## src/hw/tinker_pkg.sv

```systemverilog
// Shared types for the four-stage Tinker core
// Only the integer, move, branch and PRIV opcodes are named. Other codes decode as no-ops

package tinker_pkg;

    // ########################################################################
    // Widths
    // ########################################################################
    typedef logic [63:0] word_t;
    typedef logic [63:0] addr_t;
    typedef logic [31:0] instr_t;
    typedef logic [4:0]  reg_addr_t;

    localparam int LIT_BITS = 12;  // Zero-extended literal field

    // Reference numbering of the 5-bit opcode field
    typedef enum logic [4:0] {
        OP_AND     = 5'd0,
        OP_OR      = 5'd1,
        OP_XOR     = 5'd2,
        OP_NOT     = 5'd3,
        OP_SHFTR   = 5'd4,
        OP_SHFTRI  = 5'd5,
        OP_SHFTL   = 5'd6,
        OP_SHFTLI  = 5'd7,
        OP_BR      = 5'd8,
        OP_BRR     = 5'd9,
        OP_BRRI    = 5'd10,
        OP_BRNZ    = 5'd11,
        OP_BRGT    = 5'd14,
        OP_PRIV    = 5'd15,
        OP_MOV_MEM = 5'd16,
        OP_MOV_REG = 5'd17,
        OP_MOV_LIT = 5'd18,
        OP_MOV_STR = 5'd19,
        OP_ADD     = 5'd24,
        OP_ADDI    = 5'd25,
        OP_SUB     = 5'd26,
        OP_SUBI    = 5'd27
    } opcode_t;

    // ########################################################################
    // Pipeline register contents
    // ########################################################################
    typedef struct packed {
        logic reg_write;
        logic mem_read;
        logic mem_write;
        logic mem_to_reg;  // Write back load data instead of ALU result
        logic is_branch;
    } ctrl_t;

    typedef struct packed {
        addr_t               pc;
        opcode_t             op;
        word_t               a;        // rs value
        word_t               b;        // rt value or literal
        word_t               c;        // rd value
        logic [LIT_BITS-1:0] literal;
        reg_addr_t           rd;
        reg_addr_t           rs;
        reg_addr_t           rt;
        ctrl_t               ctrl;
    } de_ex_t;

    typedef struct packed {
        word_t     result;
        addr_t     mem_addr;
        word_t     mem_wdata;
        addr_t     branch_pc;
        reg_addr_t rd;
        ctrl_t     ctrl;
        logic      branch_taken;
        logic      halt;
    } ex_mem_t;

    typedef struct packed {
        reg_addr_t wb_addr;
        word_t     wb_data;
    } retire_t;

endpackage
```

## src/hw/decode_stage.sv

```systemverilog
// Decode stage with the DE/EX register
// Immediate forms and MOV_LIT take rd as their first source. Literals are zero-extended

module decode_stage (
    input  logic                  clk,
    input  logic                  reset,
    input  logic                  flush,
    input  tinker_pkg::addr_t     pc_de,
    input  tinker_pkg::instr_t    instr_de,
    output tinker_pkg::reg_addr_t rs_addr,
    output tinker_pkg::reg_addr_t rt_addr,
    output tinker_pkg::reg_addr_t rd_addr,
    input  tinker_pkg::word_t     rs_data,
    input  tinker_pkg::word_t     rt_data,
    input  tinker_pkg::word_t     rd_data,
    output tinker_pkg::de_ex_t    de_ex
);
    import tinker_pkg::*;

    opcode_t             op;
    logic [LIT_BITS-1:0] literal;
    logic                use_literal;
    ctrl_t               ctrl;
    de_ex_t              de_ex_next;

    // ########################################################################
    // Field extraction
    // ########################################################################
    assign op      = opcode_t'(instr_de[31:27]);
    assign rd_addr = instr_de[26:22];
    assign rt_addr = instr_de[16:12];
    assign literal = instr_de[LIT_BITS-1:0];

    // ########################################################################
    // Control decode
    // ########################################################################
    always_comb begin
        ctrl        = '0;
        use_literal = 1'b0;
        rs_addr     = instr_de[21:17];
        case (op)
            OP_AND, OP_OR, OP_XOR, OP_NOT, OP_SHFTR, OP_SHFTL,
            OP_ADD, OP_SUB, OP_MOV_REG: begin
                ctrl.reg_write = 1'b1;
            end
            OP_ADDI, OP_SUBI, OP_SHFTRI, OP_SHFTLI, OP_MOV_LIT: begin
                ctrl.reg_write = 1'b1;
                use_literal    = 1'b1;
                rs_addr        = instr_de[26:22];  // Source is rd itself
            end
            OP_MOV_MEM: begin
                ctrl.reg_write  = 1'b1;
                ctrl.mem_read   = 1'b1;
                ctrl.mem_to_reg = 1'b1;
                use_literal     = 1'b1;
            end
            OP_MOV_STR: begin
                ctrl.mem_write = 1'b1;
                use_literal    = 1'b1;
            end
            OP_BR, OP_BRR, OP_BRNZ, OP_BRGT: begin
                ctrl.is_branch = 1'b1;
            end
            OP_BRRI: begin
                ctrl.is_branch = 1'b1;
                use_literal    = 1'b1;
            end
            default: ;  // PRIV and unassigned codes write nothing
        endcase
    end

    always_comb begin
        de_ex_next.pc      = pc_de;
        de_ex_next.op      = op;
        de_ex_next.a       = rs_data;
        de_ex_next.b       = use_literal ? word_t'(literal) : rt_data;
        de_ex_next.c       = rd_data;
        de_ex_next.literal = literal;
        de_ex_next.rd      = rd_addr;
        de_ex_next.rs      = rs_addr;
        de_ex_next.rt      = rt_addr;
        de_ex_next.ctrl    = ctrl;
    end

    // DE/EX register, emptied behind a taken branch
    always_ff @(posedge clk or posedge reset) begin
        if (reset) begin
            de_ex <= '0;
        end else if (flush) begin
            de_ex <= '0;
        end else begin
            de_ex <= de_ex_next;
        end
    end

endmodule

```

## config.mk

```make
export PLATFORM = sky130hd
export DESIGN_NAME = decode_stage
export DESIGN_NICKNAME = d
export VERILOG_FILES = /design/src/hw/tinker_pkg.sv /design/src/hw/decode_stage.sv
export SDC_FILE = /design/constraint.sdc
export NUM_CORES = 1
export LEC_CHECK = 0
export BUFFER_PORTS_ARGS = -buffer_cell sky130_fd_sc_hd__buf_2
export CAP_MARGIN = 10
export CORE_AREA = 2 2 232 234
export CTS_BUF_LIST = sky130_fd_sc_hd__clkbuf_8
export CTS_CLUSTER_SIZE = 24
export DETAILED_ROUTE_END_ITERATION = 8
export DIE_AREA = 0 0 234 236
export PLACE_DENSITY = 0.5
export SLEW_MARGIN = 30
export SYNTH_ARGS = -nofsm -noshare
export SYNTH_HDL_FRONTEND = slang
export SYNTH_SLANG_ARGS = --single-unit
```

## constraint.sdc

```tcl
create_clock -name clk -period 20.9 [get_ports clk]
set_input_delay 2.09 -clock clk [delete_from_list [all_inputs] [get_ports clk]]
set_output_delay 2.09 -clock clk [all_outputs]
set_load 0.01 [all_outputs]
```

==> results.py <==
metrics = {
    "power": {
        "internal_power_mw": 1.013,
        "power.leakage_nw": 8.113,
        "switching_power_mw": 0.3346,
        "power.share.clock_pct": 44.3,
        "seqPwrFrac_pct": 44.8,
        "power_frac_comb_pct": 10.9,
        "ir_worst_vdd_uv": 45.89,
        "sw_frac_of_total_pct": 24.83,
        "power.density_nw_per_um2": 88.04,
        "finalPower_mw": 1.347,
    },
    "clock_network": {
        "postCtsSetupBuffers": 0,
        "cts_made_buffers": 52,
        "cts_buffer_depth": 3,
        "path_clk_slew_ns": 0.07,
        "cts_tree": "built",
        "hold_buffers": 0,
        "htree_num_levels": 2,
        "cts-resized-gates": 0,
        "cts-root-buf": "clkbuf_8",
        "cts_sinks": 292,
    },
    "layout": {
        "seq_area_um2": 7307,
        "instances_no_fill": 2074,
        "syn_to_final_growth_pct": 45.68,
        "largest_registers": "de_ex (292)",
        "layout-drive-gt1-share_pct": 51.42,
        "design_area_um2": 15300,
        "nets": 1626,
        "top_register": "de_ex",
        "largest_register_ffs": 292,
        "multi_input_area_um2": 2829,
        "fill_cells": 5563,
    },
    "placed_design": {
        "dp.cells": 1976,
        "hpwl_um": 26500,
        "io_buffer_count": 598,
        "placedInstanceArea_um2": 14080,
        "gp_congestion": 0.7956,
    },
    "worst_setup_path": {
        "cp-start-kind": "primary input",
        "path_max_fanout": 53,
        "crit_path_top_delay_cell": "nand4bb_4",
        "critPathMaxStageDelay_ns": 0.62,
        "cpMostUsedCell": "buf_2",
        "end_kind": "primary output",
        "required_ns": 18.81,
        "cp.arrival_ns": 4.19,
        "path_cells": "buf_2, nand4bb_4, o311a_1, buf_4, mux2_4, buf_2",
        "worst-setup-path-type": "primary input to primary output",
    },
    "sta": {
        "fmax_mhz": 159.4,
        "hold_viol": 0,
        "timing.hold.ws_ns": 1.593,
        "slew_viol_final": 0,
        "fin_crit_sh_pct": 30.03,
        "worst-slew-pin-transition_ns": 0.9524,
        "grt_setup_unrepaired": "no",
        "relSlewSlack_pct": 36.44,
        "period_needed_ns": 6.275,
        "finalSetupViolCount": 0,
        "finalSetupTns_ns": 0,
    },
    "detailed_routing": {
        "wl_per_cell_um": 17.13,
        "viasPerCell": 3.917,
        "drt_iter0_drc": 352,
        "vias": 8124,
        "ant_nets": 0,
        "drc": 0,
        "dr.pass1.iters": 4,
        "routed_wl_um": 35530,
    },
    "status": {
        "status": "completed",
    },
    "grt": {
        "grt-ovfl-total": 0,
        "grt_pass1_vias": 8550,
        "grt_usage_pct": 12.32,
        "grt_max_degree": 141,
        "antenna_found_initial": 8,
        "grt_first_pass_wirelength_um": 51720,
    },
    "logic_synthesis": {
        "synth.distinct_cells": 31,
        "syn_area_um2": 10510,
        "synth_cells": 747,
        "ys_seq_area_share_pct": 69.56,
        "ys_warn_count": 0,
        "synth.avg_cell_area_um2": 14.06,
        "syn-num-nets": 1038,
        "yosys_register_bits": 292,
    },
    "floorplanning": {
        "rows": 85,
        "die_w_um": 234,
        "ios": 599,
        "start_util_pct": 19.79,
        "coreArea_um2": 53070,
        "fp.dieH_um": 236,
        "dieArea_um2": 55220,
    },
    "worst_hold_path": {
        "worstHoldPathType": "primary input to async pin",
    },
    "run": {
        "drv_cap": 0,
    },
}
-- stage by stage --
| step | worst slack (ns) | util, % |
|---|---|---|
| final | 14.62 | 28.84 |
| after global routing | 14.45 | 28.83 |
| after CTS | 14.60 | 28.76 |
| after detailed placement | 14.59 | 26.53 |
| after global placement | 14.19 | 26.51 |
| after floorplan | 10.75 | - |
-- kinds of logic after synthesis --
group	count (synthesis)	synth area share (%)
DFF	292	69.56
and+or+nand+nor	342	23.01
buffers and inverters	75	3.645
AOI/OAI and AO/OA	28	2.358
muxes	10	1.429
-- layout make-up --
type	instances	area share (%)
flip-flops and latches	292	47.75
clock buffers	68	6.116
inverters	3	0.1226
multi-input cells	380	18.49
clock inverters	26	1.619
diodes	3	0.04906
repair buffers	606	20.17
well taps	696	5.690
-- metal layers --
layer / routed length, um / GRT usage [%] / vias to the layer above
met1: 13680 / 14.18 / 3943
met3: 3798 / 5.235 / 73
met5: 74 / 0 / -
li1: - / - / 3696
met2: 17160 / 20.50 / 402
met4: 817 / 4.028 / 10
-- power by group through the flow --
stage,combinational (mW),sequential (mW),clock (mW)
floorplan,0.0537,0.631,0
global placement,0.148,0.614,0
detailed placement,0.150,0.614,0
CTS,0.150,0.604,0.620
global route,0.162,0.607,0.647
finish,0.147,0.604,0.596
-- critical path: cells and delay by family --
kind                   cells  cell delay, ns
buffers and inverters      3            0.78
and+or+nand+nor            1            0.62
AOI/OAI and AO/OA          1            0.35
muxes                      1            0.32
-- cell usage after synthesis, drive strengths merged --
master,instances,area share [%]
dfrtp,292,70
nor2b,222,13
nor4bb,52,5.1
clkbuf,48,1.7
buf,24,1.8
nand4,24,1.4
nand3b,14,1.0
o211ai,12,0.86
o311ai,12,1.0
or4,12,0.86
mux2,10,1.4
nor2,6,0.21
inv,3,0.11
nand4bb,3,0.37
nand2b,2,0.19
a2111oi,1,0.083
a31oi,1,0.060
and2b,1,0.095
and3b,1,0.083
and4bb,1,0.12
nand2,1,0.036
nand4b,1,0.083
nor3b,1,0.18
nor4,1,0.060
o311a,1,0.095
o32ai,1,0.26
-- path summary, 6_finish.rpt --
| check | cells after the start | startpoint | slack, ns | to |
|---|---|---|---|---|
| max in group asynchronous | 4 | reset | 17.34 | de_ex[150] |
| max | 6 | instr_de[29] | 14.62 | rs_addr[4] |
| min in group clk | 2 | rd_data[19] | 1.70 | de_ex[51] |
| min | 2 | reset | 1.59 | de_ex[79] |
-- cell usage in the layout, fill, tap and decap left out, types with 2 or more instances in the layout --
cell type,netlist,layout
buf_2,6,597
dfrtp_1,292,292
nor2b_1,222,222
clkbuf_8,0,68
nor4bb_1,50,50
nand4_1,24,24
inv_1,3,15
nand3b_1,14,14
o311ai_0,12,12
or4_1,12,12
o211ai_1,12,12
mux2_4,10,10
buf_4,11,6
nor2_1,6,5
clkinv_2,0,5
bufinv_16,0,5
diode_2,0,3
nand4bb_1,2,2
nor4bb_2,2,2
clkinvlp_4,0,2
Note: power is estimated with default switching activity, not from simulation.
